## src/hdl/mmio_params.svh

```systemverilog
/*
 * Register map constants of the MMIO client: widths, bank base addresses,
 * ID bytes and reset defaults. Include wherever the map is needed.
 */
`ifndef MMIO_PARAMS_SVH
`define MMIO_PARAMS_SVH

// -------------------------------------------------------------------------
// Bus and register widths
// -------------------------------------------------------------------------
`define MMIO_BUS_ADDR_W 8     // Raw EMIF address, bit 7 selects upper half
`define MMIO_ADDR_W     7     // Register address inside lower half
`define MMIO_DATA_W     8
`define MMIO_REG_COUNT  128   // Bytes in the lower half

// Bank base addresses
`define MMIO_CFG_BASE  7'h00  // IDs and build timestamp
`define MMIO_PHY_BASE  7'h10  // PHY status, ETH0 tuning
`define MMIO_LY2_BASE  7'h20  // MAC layer
`define MMIO_LY3_BASE  7'h30  // IP layer
`define MMIO_APP_BASE  7'h40  // Role and FMC mailboxes
`define MMIO_DIAG_BASE 7'h70  // Scratch and loopback control

// Burned-in identification
`define MMIO_EMIF_ID  8'h3C
`define MMIO_EMIF_VER 8'h01
`define MMIO_EMIF_REV 8'h00
`define MMIO_TOP_ID   8'h81

// -------------------------------------------------------------------------
// Reset defaults, byte 0 at the lowest address
// -------------------------------------------------------------------------
`define MMIO_DEF_PHY_ETH0_0 8'h41  // Rx equalizer on, swing 4
`define MMIO_DEF_PHY_ETH0_1 8'h05  // Tx pre-cursor
`define MMIO_DEF_PHY_ETH0_2 8'h05  // Tx post-cursor
`define MMIO_DEF_IP0   8'h0A       // IP 10.12.200.19
`define MMIO_DEF_IP1   8'h0C
`define MMIO_DEF_IP2   8'hC8
`define MMIO_DEF_IP3   8'h13
`define MMIO_DEF_SNM0  8'hFF       // Mask 255.255.0.0
`define MMIO_DEF_SNM1  8'hFF
`define MMIO_DEF_SNM2  8'h00
`define MMIO_DEF_SNM3  8'h00
`define MMIO_DEF_GTW0  8'h0A       // Gateway 10.12.0.1
`define MMIO_DEF_GTW1  8'h0C
`define MMIO_DEF_GTW2  8'h00
`define MMIO_DEF_GTW3  8'h01
`define MMIO_DEF_SCR0  8'hDE       // Scratch pattern
`define MMIO_DEF_SCR1  8'hAD
`define MMIO_DEF_SCR2  8'hBE
`define MMIO_DEF_SCR3  8'hEF

`endif
```

## src/hdl/mmioRegPkg.sv

```systemverilog
/*
 * Register addresses of the MMIO map and the shell-facing field groups:
 * live status going in, ETH0, network and role controls going out.
 */
`include "mmio_params.svh"

package mmioRegPkg;

  // -----------------------------------------------------------------------
  // Register addresses
  // -----------------------------------------------------------------------
  typedef enum logic [`MMIO_ADDR_W-1:0]
  {
    CFG_EMIF_ID    = `MMIO_CFG_BASE,           // RO constants
    CFG_EMIF_VER   = `MMIO_CFG_BASE + 7'd1,
    CFG_EMIF_REV   = `MMIO_CFG_BASE + 7'd2,
    CFG_TOP_ID     = `MMIO_CFG_BASE + 7'd4,
    CFG_TOP_YEAR   = `MMIO_CFG_BASE + 7'd5,    // RO, from timestamp
    CFG_TOP_MONTH  = `MMIO_CFG_BASE + 7'd6,
    CFG_TOP_DAY    = `MMIO_CFG_BASE + 7'd7,
    PHY_STAT       = `MMIO_PHY_BASE,           // RO live
    PHY_ETH0_0     = `MMIO_PHY_BASE + 7'd1,    // RW tuning
    PHY_ETH0_1     = `MMIO_PHY_BASE + 7'd2,
    PHY_ETH0_2     = `MMIO_PHY_BASE + 7'd3,
    LY2_CTRL       = `MMIO_LY2_BASE,
    LY2_STAT       = `MMIO_LY2_BASE + 7'd1,
    LY2_MAC0       = `MMIO_LY2_BASE + 7'd2,    // MAC bits 7..0
    LY2_MAC1       = `MMIO_LY2_BASE + 7'd3,
    LY2_MAC2       = `MMIO_LY2_BASE + 7'd4,
    LY2_MAC3       = `MMIO_LY2_BASE + 7'd5,
    LY2_MAC4       = `MMIO_LY2_BASE + 7'd6,
    LY2_MAC5       = `MMIO_LY2_BASE + 7'd7,
    LY3_CTRL0      = `MMIO_LY3_BASE,
    LY3_CTRL1      = `MMIO_LY3_BASE + 7'd1,
    LY3_STAT0      = `MMIO_LY3_BASE + 7'd2,
    LY3_STAT1      = `MMIO_LY3_BASE + 7'd3,
    LY3_IP0        = `MMIO_LY3_BASE + 7'd4,
    LY3_IP1        = `MMIO_LY3_BASE + 7'd5,
    LY3_IP2        = `MMIO_LY3_BASE + 7'd6,
    LY3_IP3        = `MMIO_LY3_BASE + 7'd7,
    LY3_SNM0       = `MMIO_LY3_BASE + 7'd8,
    LY3_SNM1       = `MMIO_LY3_BASE + 7'd9,
    LY3_SNM2       = `MMIO_LY3_BASE + 7'd10,
    LY3_SNM3       = `MMIO_LY3_BASE + 7'd11,
    LY3_GTW0       = `MMIO_LY3_BASE + 7'd12,
    LY3_GTW1       = `MMIO_LY3_BASE + 7'd13,
    LY3_GTW2       = `MMIO_LY3_BASE + 7'd14,
    LY3_GTW3       = `MMIO_LY3_BASE + 7'd15,
    APP_RDROL0     = `MMIO_APP_BASE,           // RO from role
    APP_RDROL1     = `MMIO_APP_BASE + 7'd1,
    APP_WRROL0     = `MMIO_APP_BASE + 7'd2,
    APP_WRROL1     = `MMIO_APP_BASE + 7'd3,
    APP_RDFMC0     = `MMIO_APP_BASE + 7'd4,    // RO from FMC
    APP_RDFMC1     = `MMIO_APP_BASE + 7'd5,
    APP_RDFMC2     = `MMIO_APP_BASE + 7'd6,
    APP_RDFMC3     = `MMIO_APP_BASE + 7'd7,
    APP_WRFMC0     = `MMIO_APP_BASE + 7'd8,
    APP_WRFMC1     = `MMIO_APP_BASE + 7'd9,
    APP_WRFMC2     = `MMIO_APP_BASE + 7'd10,
    APP_WRFMC3     = `MMIO_APP_BASE + 7'd11,
    DIAG_SCRATCH0  = `MMIO_DIAG_BASE,
    DIAG_SCRATCH1  = `MMIO_DIAG_BASE + 7'd1,
    DIAG_SCRATCH2  = `MMIO_DIAG_BASE + 7'd2,
    DIAG_SCRATCH3  = `MMIO_DIAG_BASE + 7'd3,
    DIAG_CTRL_1    = `MMIO_DIAG_BASE + 7'd4,   // Loopbacks, mem test
    DIAG_STAT_1    = `MMIO_DIAG_BASE + 7'd5,
    DIAG_CTRL_2    = `MMIO_DIAG_BASE + 7'd6    // UDP/TCP role test
  } regAddr;

  // -----------------------------------------------------------------------
  // Shell-facing field groups
  // -----------------------------------------------------------------------
  typedef struct packed
  {
    logic        mc0CalDone;
    logic        mc1CalDone;
    logic        ethCoreReady;
    logic        qpllLock;
    logic        camReady;
    logic [1:0]  memTestStat;  // MC1 memory test result
    logic [15:0] roleRdReg;
    logic [31:0] fmcRdReg;
    logic [31:0] timestamp;    // Day 31..27, month 26..23, year 22..17
  } shellStatus;

  typedef struct packed
  {
    logic       rxEqualizerMode;
    logic [3:0] txDriverSwing;
    logic [4:0] txPreCursor;
    logic [4:0] txPostCursor;
    logic       pcsLoopbackEn;
    logic       macLoopbackEn;
    logic       macAddrSwapEn;
  } eth0Ctrl;

  typedef struct packed
  {
    logic [47:0] macAddress;
    logic [31:0] ipAddress;
    logic [31:0] subNetMask;
    logic [31:0] gatewayAddr;
  } ntsCfg;

  typedef struct packed
  {
    logic [1:0]  mc1MemTestCtrl;
    logic [1:0]  udpEchoCtrl;
    logic        udpPostDgmEn;
    logic        udpCaptDgmEn;
    logic [1:0]  tcpEchoCtrl;
    logic        tcpPostSegEn;
    logic        tcpCaptSegEn;
    logic [15:0] roleWrReg;
    logic [31:0] fmcWrReg;
  } roleCtrl;

endpackage

```

## src/hdl/emifBusPkg.sv

```systemverilog
/*
 * EMIF bus cycle as the client sees it after decoding the raw strobes.
 * Imported by the bus slave and by everything that consumes its request.
 */
`include "mmio_params.svh"

package emifBusPkg;

  // -----------------------------------------------------------------------
  // Kind of bus cycle
  // -----------------------------------------------------------------------
  typedef enum logic [1:0]
  {
    opIdle  = 2'd0,  // No access, or upper-half access
    opRead  = 2'd1,
    opWrite = 2'd2
  } emifOp;

  // One decoded request, registered once per shlClk cycle
  typedef struct packed
  {
    emifOp                   op;
    logic [`MMIO_ADDR_W-1:0] addr;  // Lower-half register address
    logic [`MMIO_DATA_W-1:0] data;  // Write data, don't care on reads
  } emifReq;

endpackage

```

## src/hdl/mmioClient.sv

```systemverilog
/*
 * MMIO client top. Lets the PSoC control and monitor the shell over an
 * 8-bit EMIF bus synchronous to shlClk; read data follows two cycles later.
 */
`timescale 1ns/1ps
`include "mmio_params.svh"

module mmioClient
  import emifBusPkg::*;
  import mmioRegPkg::*;
(
  input  logic                        shlClk,
  input  logic                        reset,
  // PSoC EMIF bus
  input  logic                        emifCsN,
  input  logic                        emifWeN,
  input  logic [`MMIO_BUS_ADDR_W-1:0] emifAddr,
  input  logic [`MMIO_DATA_W-1:0]     emifDataIn,
  output logic [`MMIO_DATA_W-1:0]     emifDataOut,
  // Shell side
  input  shellStatus                  status,
  output eth0Ctrl                     eth0,
  output ntsCfg                       nts,
  output roleCtrl                     role
);

  // -----------------------------------------------------------------------
  // Internal nets
  // -----------------------------------------------------------------------
  emifReq                                       req;     // Registered bus cycle
  logic [`MMIO_REG_COUNT-1:0][`MMIO_DATA_W-1:0] store;   // Writable byte image
  logic [`MMIO_DATA_W-1:0]                      rdByte;  // Selected read value

  emifSlave slave (
    .shlClk      (shlClk),
    .reset       (reset),
    .emifCsN     (emifCsN),
    .emifWeN     (emifWeN),
    .emifAddr    (emifAddr),
    .emifDataIn  (emifDataIn),
    .rdByte      (rdByte),
    .req         (req),
    .emifDataOut (emifDataOut)
  );

  mmioRegFile regFile (
    .shlClk (shlClk),
    .reset  (reset),
    .req    (req),
    .store  (store),
    .eth0   (eth0),
    .nts    (nts),
    .role   (role)
  );

  mmioReadback readback (
    .req    (req),
    .store  (store),
    .status (status),
    .rdByte (rdByte)
  );

endmodule

```

## src/hdl/mmioReadback.sv

```systemverilog
/*
 * Read mux of the MMIO map. Picks the byte of the requested address from
 * ID constants, live shell status or the stored register image.
 */
`timescale 1ns/1ps
`include "mmio_params.svh"

module mmioReadback
  import emifBusPkg::*;
  import mmioRegPkg::*;
(
  input  emifReq     req,
  input  logic [`MMIO_REG_COUNT-1:0][`MMIO_DATA_W-1:0] store,
  input  shellStatus status,
  output logic [`MMIO_DATA_W-1:0] rdByte
);

  // -----------------------------------------------------------------------
  // Status bytes
  // -----------------------------------------------------------------------
  logic [`MMIO_DATA_W-1:0] phyStat;
  logic [`MMIO_DATA_W-1:0] diagStat1;
  logic [`MMIO_DATA_W-1:0] topYear;
  logic [`MMIO_DATA_W-1:0] topMonth;
  logic [`MMIO_DATA_W-1:0] topDay;

  assign phyStat   = {3'b000,
                      status.camReady,
                      status.qpllLock,
                      status.ethCoreReady,
                      status.mc1CalDone,
                      status.mc0CalDone};         // Bit 0 is MC0
  assign diagStat1 = {status.memTestStat, 6'b000000};
  assign topYear   = {2'b00, status.timestamp[22:17]};   // Years since 2000
  assign topMonth  = {4'b0000, status.timestamp[26:23]};
  assign topDay    = {3'b000, status.timestamp[31:27]};

  // -----------------------------------------------------------------------
  // Address select
  // -----------------------------------------------------------------------
  always_comb
  begin
    case (req.addr)
      CFG_EMIF_ID:   rdByte = `MMIO_EMIF_ID;
      CFG_EMIF_VER:  rdByte = `MMIO_EMIF_VER;
      CFG_EMIF_REV:  rdByte = `MMIO_EMIF_REV;
      CFG_TOP_ID:    rdByte = `MMIO_TOP_ID;
      CFG_TOP_YEAR:  rdByte = topYear;
      CFG_TOP_MONTH: rdByte = topMonth;
      CFG_TOP_DAY:   rdByte = topDay;
      PHY_STAT:      rdByte = phyStat;
      // Status placeholders, nothing reported yet
      LY2_STAT,
      LY3_STAT0,
      LY3_STAT1:     rdByte = '0;
      APP_RDROL0:    rdByte = status.roleRdReg[7:0];
      APP_RDROL1:    rdByte = status.roleRdReg[15:8];
      APP_RDFMC0:    rdByte = status.fmcRdReg[7:0];
      APP_RDFMC1:    rdByte = status.fmcRdReg[15:8];
      APP_RDFMC2:    rdByte = status.fmcRdReg[23:16];
      APP_RDFMC3:    rdByte = status.fmcRdReg[31:24];
      DIAG_STAT_1:   rdByte = diagStat1;
      // Writable bytes, unassigned ones hold zero
      default:       rdByte = store[req.addr];
    endcase
  end

endmodule

```

## src/hdl/mmioRegFile.sv

```systemverilog
/*
 * Writable register storage of the MMIO map. Loads the reset defaults,
 * applies bus writes to writable bytes only and unpacks the bytes into
 * the ETH0, network and role control groups.
 */
`timescale 1ns/1ps
`include "mmio_params.svh"

module mmioRegFile
  import emifBusPkg::*;
  import mmioRegPkg::*;
(
  input  logic    shlClk,
  input  logic    reset,
  input  emifReq  req,
  output logic [`MMIO_REG_COUNT-1:0][`MMIO_DATA_W-1:0] store,  // Byte image
  output eth0Ctrl eth0,
  output ntsCfg   nts,
  output roleCtrl role
);

  // -----------------------------------------------------------------------
  // Write map and reset image
  // -----------------------------------------------------------------------
  function automatic logic isWritable(input logic [`MMIO_ADDR_W-1:0] a);
    case (a)
      PHY_ETH0_0, PHY_ETH0_1, PHY_ETH0_2,
      LY2_CTRL, LY2_MAC0, LY2_MAC1, LY2_MAC2, LY2_MAC3, LY2_MAC4, LY2_MAC5,
      LY3_CTRL0, LY3_CTRL1,
      LY3_IP0, LY3_IP1, LY3_IP2, LY3_IP3,
      LY3_SNM0, LY3_SNM1, LY3_SNM2, LY3_SNM3,
      LY3_GTW0, LY3_GTW1, LY3_GTW2, LY3_GTW3,
      APP_WRROL0, APP_WRROL1,
      APP_WRFMC0, APP_WRFMC1, APP_WRFMC2, APP_WRFMC3,
      DIAG_SCRATCH0, DIAG_SCRATCH1, DIAG_SCRATCH2, DIAG_SCRATCH3,
      DIAG_CTRL_1, DIAG_CTRL_2:
        isWritable = 1'b1;
      default:
        isWritable = 1'b0;   // RO and unassigned
    endcase
  endfunction

  function automatic logic [`MMIO_REG_COUNT-1:0][`MMIO_DATA_W-1:0] defaultImage();
    logic [`MMIO_REG_COUNT-1:0][`MMIO_DATA_W-1:0] img;
    img                = '0;   // Everything not listed resets to zero
    img[PHY_ETH0_0]    = `MMIO_DEF_PHY_ETH0_0;
    img[PHY_ETH0_1]    = `MMIO_DEF_PHY_ETH0_1;
    img[PHY_ETH0_2]    = `MMIO_DEF_PHY_ETH0_2;
    img[LY3_IP0]       = `MMIO_DEF_IP0;
    img[LY3_IP1]       = `MMIO_DEF_IP1;
    img[LY3_IP2]       = `MMIO_DEF_IP2;
    img[LY3_IP3]       = `MMIO_DEF_IP3;
    img[LY3_SNM0]      = `MMIO_DEF_SNM0;
    img[LY3_SNM1]      = `MMIO_DEF_SNM1;
    img[LY3_SNM2]      = `MMIO_DEF_SNM2;
    img[LY3_SNM3]      = `MMIO_DEF_SNM3;
    img[LY3_GTW0]      = `MMIO_DEF_GTW0;
    img[LY3_GTW1]      = `MMIO_DEF_GTW1;
    img[LY3_GTW2]      = `MMIO_DEF_GTW2;
    img[LY3_GTW3]      = `MMIO_DEF_GTW3;
    img[DIAG_SCRATCH0] = `MMIO_DEF_SCR0;
    img[DIAG_SCRATCH1] = `MMIO_DEF_SCR1;
    img[DIAG_SCRATCH2] = `MMIO_DEF_SCR2;
    img[DIAG_SCRATCH3] = `MMIO_DEF_SCR3;
    return img;
  endfunction

  localparam logic [`MMIO_REG_COUNT-1:0][`MMIO_DATA_W-1:0] DEF_IMAGE = defaultImage();

  // Byte storage, non-writable bytes stay at their zero reset value
  always_ff @(posedge shlClk)
  begin
    if (reset)
      store <= DEF_IMAGE;
    else if (req.op == opWrite && isWritable(req.addr))
      store[req.addr] <= req.data;
  end

  // -----------------------------------------------------------------------
  // Unpack into shell controls
  // -----------------------------------------------------------------------
  always_comb
  begin
    eth0.rxEqualizerMode = store[PHY_ETH0_0][0];
    eth0.txDriverSwing   = store[PHY_ETH0_0][7:4];
    eth0.txPreCursor     = store[PHY_ETH0_1][4:0];
    eth0.txPostCursor    = store[PHY_ETH0_2][4:0];
    eth0.pcsLoopbackEn   = store[DIAG_CTRL_1][0];
    eth0.macLoopbackEn   = store[DIAG_CTRL_1][1];
    eth0.macAddrSwapEn   = store[DIAG_CTRL_1][2];

    // Lower address is the lower byte
    nts.macAddress  = {store[LY2_MAC5], store[LY2_MAC4], store[LY2_MAC3],
                       store[LY2_MAC2], store[LY2_MAC1], store[LY2_MAC0]};
    nts.ipAddress   = {store[LY3_IP3], store[LY3_IP2], store[LY3_IP1], store[LY3_IP0]};
    nts.subNetMask  = {store[LY3_SNM3], store[LY3_SNM2], store[LY3_SNM1], store[LY3_SNM0]};
    nts.gatewayAddr = {store[LY3_GTW3], store[LY3_GTW2], store[LY3_GTW1], store[LY3_GTW0]};

    role.mc1MemTestCtrl = store[DIAG_CTRL_1][7:6];
    role.udpEchoCtrl    = store[DIAG_CTRL_2][1:0];
    role.udpPostDgmEn   = store[DIAG_CTRL_2][2];
    role.udpCaptDgmEn   = store[DIAG_CTRL_2][3];
    role.tcpEchoCtrl    = store[DIAG_CTRL_2][5:4];
    role.tcpPostSegEn   = store[DIAG_CTRL_2][6];
    role.tcpCaptSegEn   = store[DIAG_CTRL_2][7];
    role.roleWrReg      = {store[APP_WRROL1], store[APP_WRROL0]};
    role.fmcWrReg       = {store[APP_WRFMC3], store[APP_WRFMC2],
                           store[APP_WRFMC1], store[APP_WRFMC0]};
  end

endmodule

```

## src/hdl/emifSlave.sv

```systemverilog
/*
 * EMIF bus slave. Samples the level strobes into one registered request
 * per shlClk cycle and registers the selected read byte back to the bus.
 */
`timescale 1ns/1ps
`include "mmio_params.svh"

module emifSlave
  import emifBusPkg::*;
(
  input  logic                        shlClk,
  input  logic                        reset,
  input  logic                        emifCsN,      // Chip select, low active
  input  logic                        emifWeN,      // Write enable, low active
  input  logic [`MMIO_BUS_ADDR_W-1:0] emifAddr,
  input  logic [`MMIO_DATA_W-1:0]     emifDataIn,
  input  logic [`MMIO_DATA_W-1:0]     rdByte,       // From readback mux
  output emifReq                      req,
  output logic [`MMIO_DATA_W-1:0]     emifDataOut
);

  emifReq reqNext;
  logic   lowerSel;    // Selected and in the register half
  logic   upperRdNext;
  logic   upperRd;     // Registered read of the upper half

  // -----------------------------------------------------------------------
  // Strobe decode
  // -----------------------------------------------------------------------
  assign lowerSel    = !emifCsN && !emifAddr[`MMIO_BUS_ADDR_W-1];
  assign upperRdNext = !emifCsN && emifAddr[`MMIO_BUS_ADDR_W-1] && emifWeN;

  always_comb
  begin
    reqNext.op   = opIdle;
    reqNext.addr = emifAddr[`MMIO_ADDR_W-1:0];
    reqNext.data = emifDataIn;
    if (lowerSel)
      reqNext.op = emifWeN ? opRead : opWrite;
  end

  // Request register, only the op is control state
  always_ff @(posedge shlClk)
  begin
    if (reset)
    begin
      req.op  <= opIdle;
      upperRd <= 1'b0;
    end
    else
    begin
      req.op  <= reqNext.op;
      upperRd <= upperRdNext;
    end
  end

  always_ff @(posedge shlClk)
  begin
    req.addr <= reqNext.addr;
    req.data <= reqNext.data;
  end

  // -----------------------------------------------------------------------
  // Read data register, holds until the next read
  // -----------------------------------------------------------------------
  always_ff @(posedge shlClk)
  begin
    if (reset)
      emifDataOut <= '0;
    else if (req.op == opRead)
      emifDataOut <= rdByte;
    else if (upperRd)
      emifDataOut <= '0;   // Upper half has no storage
  end

endmodule

```

## config.mk

```make
export PLATFORM = sky130hd
export DESIGN_NAME = mmioClient
export DESIGN_NICKNAME = d
export VERILOG_FILES = /design/src/hdl/mmioRegPkg.sv /design/src/hdl/emifBusPkg.sv /design/src/hdl/mmioClient.sv /design/src/hdl/mmioReadback.sv /design/src/hdl/mmioRegFile.sv /design/src/hdl/emifSlave.sv
export VERILOG_INCLUDE_DIRS = /design/src /design/src/hdl
export SDC_FILE = /design/constraint.sdc
export NUM_CORES = 2
export LEC_CHECK = 0
export BUFFER_PORTS_ARGS = -buffer_cell sky130_fd_sc_hd__buf_4
export CELL_PAD_IN_SITES_DETAIL_PLACEMENT = 0
export CELL_PAD_IN_SITES_GLOBAL_PLACEMENT = 1
export CORE_MARGIN = 3
export CORE_UTILIZATION = 32
export CTS_BUF_LIST = sky130_fd_sc_hd__clkbuf_4 sky130_fd_sc_hd__clkbuf_8 sky130_fd_sc_hd__clkbuf_16
export DETAILED_ROUTE_END_ITERATION = 10
export PLACE_DENSITY = 0.67
export SYNTH_ARGS = -nofsm -noshare
export SYNTH_HDL_FRONTEND = slang
export SYNTH_SLANG_ARGS = --single-unit
```

## constraint.sdc

```tcl
create_clock -name shlClk -period 2.25 [get_ports shlClk]
set_input_delay 0.1125 -clock shlClk [delete_from_list [all_inputs] [get_ports shlClk]]
set_output_delay 0.1125 -clock shlClk [all_outputs]
set_load 0.05 [all_outputs]
```

# == Word level (Yosys, flattened, before mapping) ==
# Memory sizes are Yosys's and may differ from the RTL's. A register that Yosys moved wholly into a read port is not among the register bits.
# Index checks and enable logic that the tools add are counted.
# totals
mem_count,1
inputBits,107
word_cells,177
output_inout_bits,228
register_bits,1050
mem_bits_ro,128
# memory_table
memory,depth,word_bits,read_ports,rd_clocked_by_memory_dff,wr,line,source
(name not given),128,1,1,1,0,mmioRegFile.sv:26,case (a)
# classes
n_eq_ne,19
n_lt_le_gt_ge,2
bitwise_logic,1
n_mux,10
n_reduce_logical,11
# op_table
operator,n
1024-bit bitwise mux,1
8-bit one-hot mux with 15 select lines,1
8-bit binary-select mux with 7-bit select,1
8-bit demux with 7-bit select,1
"7-bit equality test, second input constant",7
8-bit two-way mux,4
"7-bit by 3-bit equality test with 1-bit output, second input constant",4
"7-bit by 6-bit equality test with 1-bit output, second input constant",3
"7-bit by 8-bit < comparator with 1-bit output, second input constant",1
"7-bit by 1-bit equality test with 1-bit output, second input constant",1
"7-bit by 2-bit equality test with 1-bit output, second input constant",1
"7-bit by 5-bit equality test with 1-bit output, second input constant",1
"7-bit by 1-bit >= comparator with 1-bit output, second input constant",1
7-bit logical NOT,1
1-bit logical AND,5
4-bit OR reduction,1
"2-bit by 1-bit equality test with 1-bit output, second input constant",1
"2-bit equality test, second input constant",1
1-bit logical NOT,2
2-bit two-way mux,1
2-bit nonzero test,1
2-bit OR reduction,1
1-bit two-way mux,1
1-bit inverter,1

# == Longest topological paths before layout ==
# depth
ltp_word,5
mapped_depth,11
mapped_depth_nobuf,6

# == Cells and area by module ==
# From an unflattened synthesis, not the netlist that was laid out.
# unflattened
hier_cells,3743
hier_area_um2,41852.6
# modules_own_cells
mod,area_per_inst_um2,seq_area_each_um2,n_inst,cells_per_inst
mmioRegFile,31831.8,20499.7,1,2807
mmioReadback,9310.2,0.0,1,877
emifSlave,710.7,520.5,1,59

# == Worst setup path after synthesis ==
# OpenSTA, ideal clock, no wires.
# synth_timing
path_type,flip-flop to flip-flop
start,reg slave.req[8] (netlist name)
end,reg slave.emifDataOut[1]
path_buffers,3
t_arrival_ns,2.104
setup_ns,0.131
required_ns,2.119
stages_incl_launch_ff,9
setup_slack_ns,0.014
period_less_slack_ns,2.236
path_cell_list,dfxtp_1 buf_6 buf_12 buf_6 mux4_1 mux4_2 o21bai_1 a31oi_1 nor4_2
# synth_via
elab_chain_cells,4
elab_cells_between_ends,23
cone_classes,17 x eq/ne; 4 x mux; 2 x reduce/logical
# synth_lines
element,line,source
8-bit binary-select mux with 7-bit select (tied with other cells),mmioReadback.sv:64,default: rdByte = store[req.addr];
8-bit two-way mux (implied by the code) / 4-bit OR reduction (equally long branches),n/a,
8-bit one-hot mux with 15 select lines (*),mmioReadback.sv:43,case (req.addr)
8-bit two-way mux (*),emifSlave.sv:70,else if (req.op == opRead)
to (signal assigned),emifSlave.sv:71,emifDataOut <= rdByte;
to (decl),emifSlave.sv:19,output logic [`MMIO_DATA_W-1:0] emifDataOut
# Every way passes the cells marked *; elsewhere a longest branch is shown, timed or not. The select of a mux whose other input is x is not followed.
# A chain may end at the register's enable or synchronous reset.

# == Worst setup path after layout ==
# layout_timing
start,reg slave.req[8] (netlist name)
end,reg slave.emifDataOut[3]
# layout_via
elab_chain_cells,4
elab_cells_between_ends,23
cone_classes,17 x eq/ne; 4 x mux; 2 x reduce/logical
# layout_lines
element,line
8-bit binary-select mux with 7-bit select (tied with other cells),mmioReadback.sv:64
8-bit two-way mux (implied by the code) / 4-bit OR reduction (equally long branches),n/a
8-bit one-hot mux with 15 select lines (*),mmioReadback.sv:43
8-bit two-way mux (*),emifSlave.sv:70
# Marks and branches as above.

==> flow_summary.json <==
{
  "drt-vias-per-instance": 5.52,
  "switching_share_pct": 24.8,
  "ff2ff_path_depth": 11,
  "use_met2_pct": 39.7,
  "power_frac_seq_pct": 44.5,
  "hold_depth": 7,
  "area_growth_pct": 31.1,
  "routedWlPerCell_um": 25.4,
  "syn-num-nets": 5673,
  "global_route.usage.met1_pct": 35.7,
  "slew-limit-headroom_pct": 43.9,
  "fin_ws_ns": -0.398,
  "syn-cell-area_um2": 48800,
  "synth_cell_types": 80,
  "synth_compound_area_share_pct": 12.3,
  "ir_drop_uv": 645,
  "drt_iter0_drc": 5533,
  "synth_ff_type": "dfxtp_1",
  "slew_viol_final": 0,
  "ys_seq_elements": 1051,
  "clk_pin_slew_ns": 0.06,
  "r2r_end": "slave.emifDataOut[3]$_SDFFE_PP0P_",
  "finalCritPeriodShare_pct": 118,
  "rrSetupSlack_ns": -0.40,
  "cts_tree": "yes",
  "yosys_warnings": 0,
  "fp.dieH_um": 396,
  "yosysTopAreaCellShare_pct": 43.1,
  "synth_fa_ha_area_share_pct": 0,
  "status": "complete, but fails checks",
  "hold_slack_ns": 0.0671,
  "synthArstFlopShare_pct": 0,
  "grt_pass1_wl_um": 302000,
  "cts_buffer_depth": 3,
  "top_usage_layer": "met2",
  "syn_avg_cell_area_um2": 8.77,
  "setup-violations-final": 429,
  "p_int_mw": 31.7,
  "synthXorXnorAreaFrac_pct": 0,
  "switching_power_mw": 10.4,
  "ant_nets": 0,
  "h-tree-depth": 3,
  "crit_fanout": 8,
  "netlist_top_cells_area": "dfxtp_1 (43%), mux4_2 (11%), nand2_1 (8.8%)",
  "syn_inst": 5566,
  "grt_overflow_total": 0,
  "hp-class": "in -> reg",
  "fmax_ghz": 0.378,
  "tightest_slew_ns": 0.841,
  "root_buffer": "clkbuf_16",
  "pwr-share-clk_pct": 47.8,
  "synth_edf_count": 0,
  "gr-usage-met3_pct": 4.68,
  "worstPathRequired_ns": 2.87,
  "rsz0062_at_grt": "true",
  "nets": 6246,
  "pwr-share-comb_pct": 7.8,
  "ios": 335,
  "synthSimpleGateAreaFrac_pct": 19.1,
  "hp-start": "status[47]",
  "cp.arrival_ns": 3.27,
  "start_kind": "flip-flop",
  "track_usage_pct": 25.5,
  "skew_ns": 0.0539,
  "hold_viol_final": 0,
  "yosysTopAreaCell": "dfxtp_1",
  "grt_max_degree": 160,
  "finalPower_mw": 42.1,
  "fin_crit_ns": 2.65,
  "critPathCaptureType": "flip-flop",
  "first_pass_iters": 6,
  "post_route_cells_drive_above_1_share_pct": 30.2,
  "drcViolationCount": 0,
  "io_buffers": 317,
  "grt_pass1_vias": 42532,
  "synthMuxAreaShare_pct": 17.0,
  "rows": 142,
  "gp_congestion": 0.918,
  "r2r-start": "slave.req[8]$_DFF_P_",
  "core_um2": 151000,
  "hpwl_um": 144000,
  "synth-seq-area-share_pct": 43.1,
  "min_to": "slave.emifDataOut[7]$_SDFFE_PP0P_",
  "critPathKind": "reg -> reg",
  "p_leak_nw": 23.1,
  "die_w_um": 396,
  "cts.sinks": 1051,
  "die_area_um2": 157000,
  "vias": 45541,
  "routed_wl_um": 210000,
  "violations": "negative setup slack",
  "max_cap_viol_count": 0,
  "clk_latency_ns": 0.77,
  "tritoncts.num_buffers": 114,
  "start_util_pct": 32.4,
  "synth_top_family_by_area": "simple AND/OR/NAND/NOR gates",
  "grt_antenna_before_repair": 10,
  "crit_path_start": "slave.req[8]$_DFF_P_",
  "power-per-cell-area_nw_per_um2": 659
}
## cells in the mapped netlist, types with 7 or more instances
cell / number
nor2_1: 268
inv_1: 7
buf_6: 19
mux2i_1: 269
a221oi_1: 14
and3_1: 8
mux4_2: 238
nor3_1: 25
nand2b_1: 12
nand3_1: 595
nor2b_1: 7
dfxtp_1: 1051
nand2_1: 1142
nor2_2: 24
clkbuf_1: 287
a21oi_1: 809
nor4_1: 7
buf_1: 51
o22ai_1: 30
a22oi_1: 27
buf_4: 266
mux4_1: 7
o21ai_0: 129
o221ai_1: 17
a22o_1: 13
a31oi_1: 8
buf_2: 104
## critical path: stages (launching register included)
cell and delay (ns):
dfxtp_4 0.36, buf_6 0.12, buf_12 0.16, buf_6 0.12
buf_12 0.12, buf_6 0.14, mux4_2 0.61, a22o_1 0.24
o21ai_2 0.18, o21ai_1 0.12, nand4_1 0.22, a221oi_2 0.08
## layer usage
| layer | wire length (um) | share of wire [%] |
|---|---|---|
| met1 | 90200 | 43 |
| met2 | 94300 | 45 |
| met3 | 18000 | 8.6 |
| met4 | 7550 | 3.6 |
| met5 | 28 | 0.013 |
## logic make-up after synthesis
kind of cell    Yosys count
simple gates           2149
compound gates         1104
flops                  1051
buf+inv                 742
mux                     520
## through the flow
step	setup TNS (ns)	util, %	std cells	setup WS, ns	cell area, um^2
after CTS	-36.45	41.5	8204	-0.319	62500
after detailed placement	-141.22	37.5	7890	-0.901	56500
after global routing	-60.48	42.4	8256	-0.422	63900
final	-20.28	42.4	8257	-0.398	63900
after floorplan	0	-	5566	0.0145	48800
after global placement	-136.40	37.5	7890	-0.882	56500
## worst max path at each step
stage | end | cells after the start
after global placement | slave.emifDataOut[0]$_SDFFE_PP0P_ | 9
after CTS | slave.emifDataOut[1]$_SDFFE_PP0P_ | 7
after detailed placement | slave.emifDataOut[0]$_SDFFE_PP0P_ | 9
after global routing | slave.emifDataOut[3]$_SDFFE_PP0P_ | 12
final | slave.emifDataOut[3]$_SDFFE_PP0P_ | 11
after floorplan | slave.emifDataOut[1]$_SDFFE_PP0P_ | 8
## state kept, by name (all words and copies together), names as in the netlist, named ones only
register	cells
slave.emifDataOut	8
slave.upperRd	1
slave.req	17
regFile.nts	144
regFile.eth0	18
regFile.role	58
regFile.store	804
## power groups by stage
stage               clock network, mW  registers (mW)  logic (mW)
finish                           20.1            18.7        3.28
global route                     21.1            18.7        3.37
CTS                              20.4            18.7        3.07
detailed placement                  0            19.1        2.79
global placement                    0            19.1        2.80
floorplan                           0            19.1        1.45
## final cells by class
class | count | area (um^2)
Fill cell | 14796 | 86700
Inverter | 10 | 41.3
Clock inverter | 44 | 522
Clock buffer | 171 | 3500
Antenna cell | 3 | 7.51
Sequential cell | 1051 | 21100
Timing Repair Buffer | 1189 | 11400
Multi-Input combinational cell | 3773 | 24800
Tap cell | 2016 | 2520
## what timing repair did
action | CTS | global route
pin swaps | 12 | 49
endpoints found under the setup margin | 992 | 900
setup buffers | 66 | 48
hold buffers | 31 | 0
endpoints found under the hold margin | 111 | 0
resized for setup | 206 | 224
cloned | 6 | 6
## cell usage in the layout (no fill, tap or decap), types with 25 or more instances in the layout
cell,instances
a21oi_1,778
a21oi_2,31
buf_12,124
buf_4,922
buf_6,68
clkbuf_16,122
clkbuf_4,25
clkbuf_8,30
dfxtp_1,1038
dlygate4sd3_1,31
mux2i_1,255
mux4_2,240
nand2_1,1082
nand2_2,41
nand3_1,589
nor2_1,247
nor2_2,26
o21ai_0,121
Note: power is estimated with default switching activity, not from simulation.
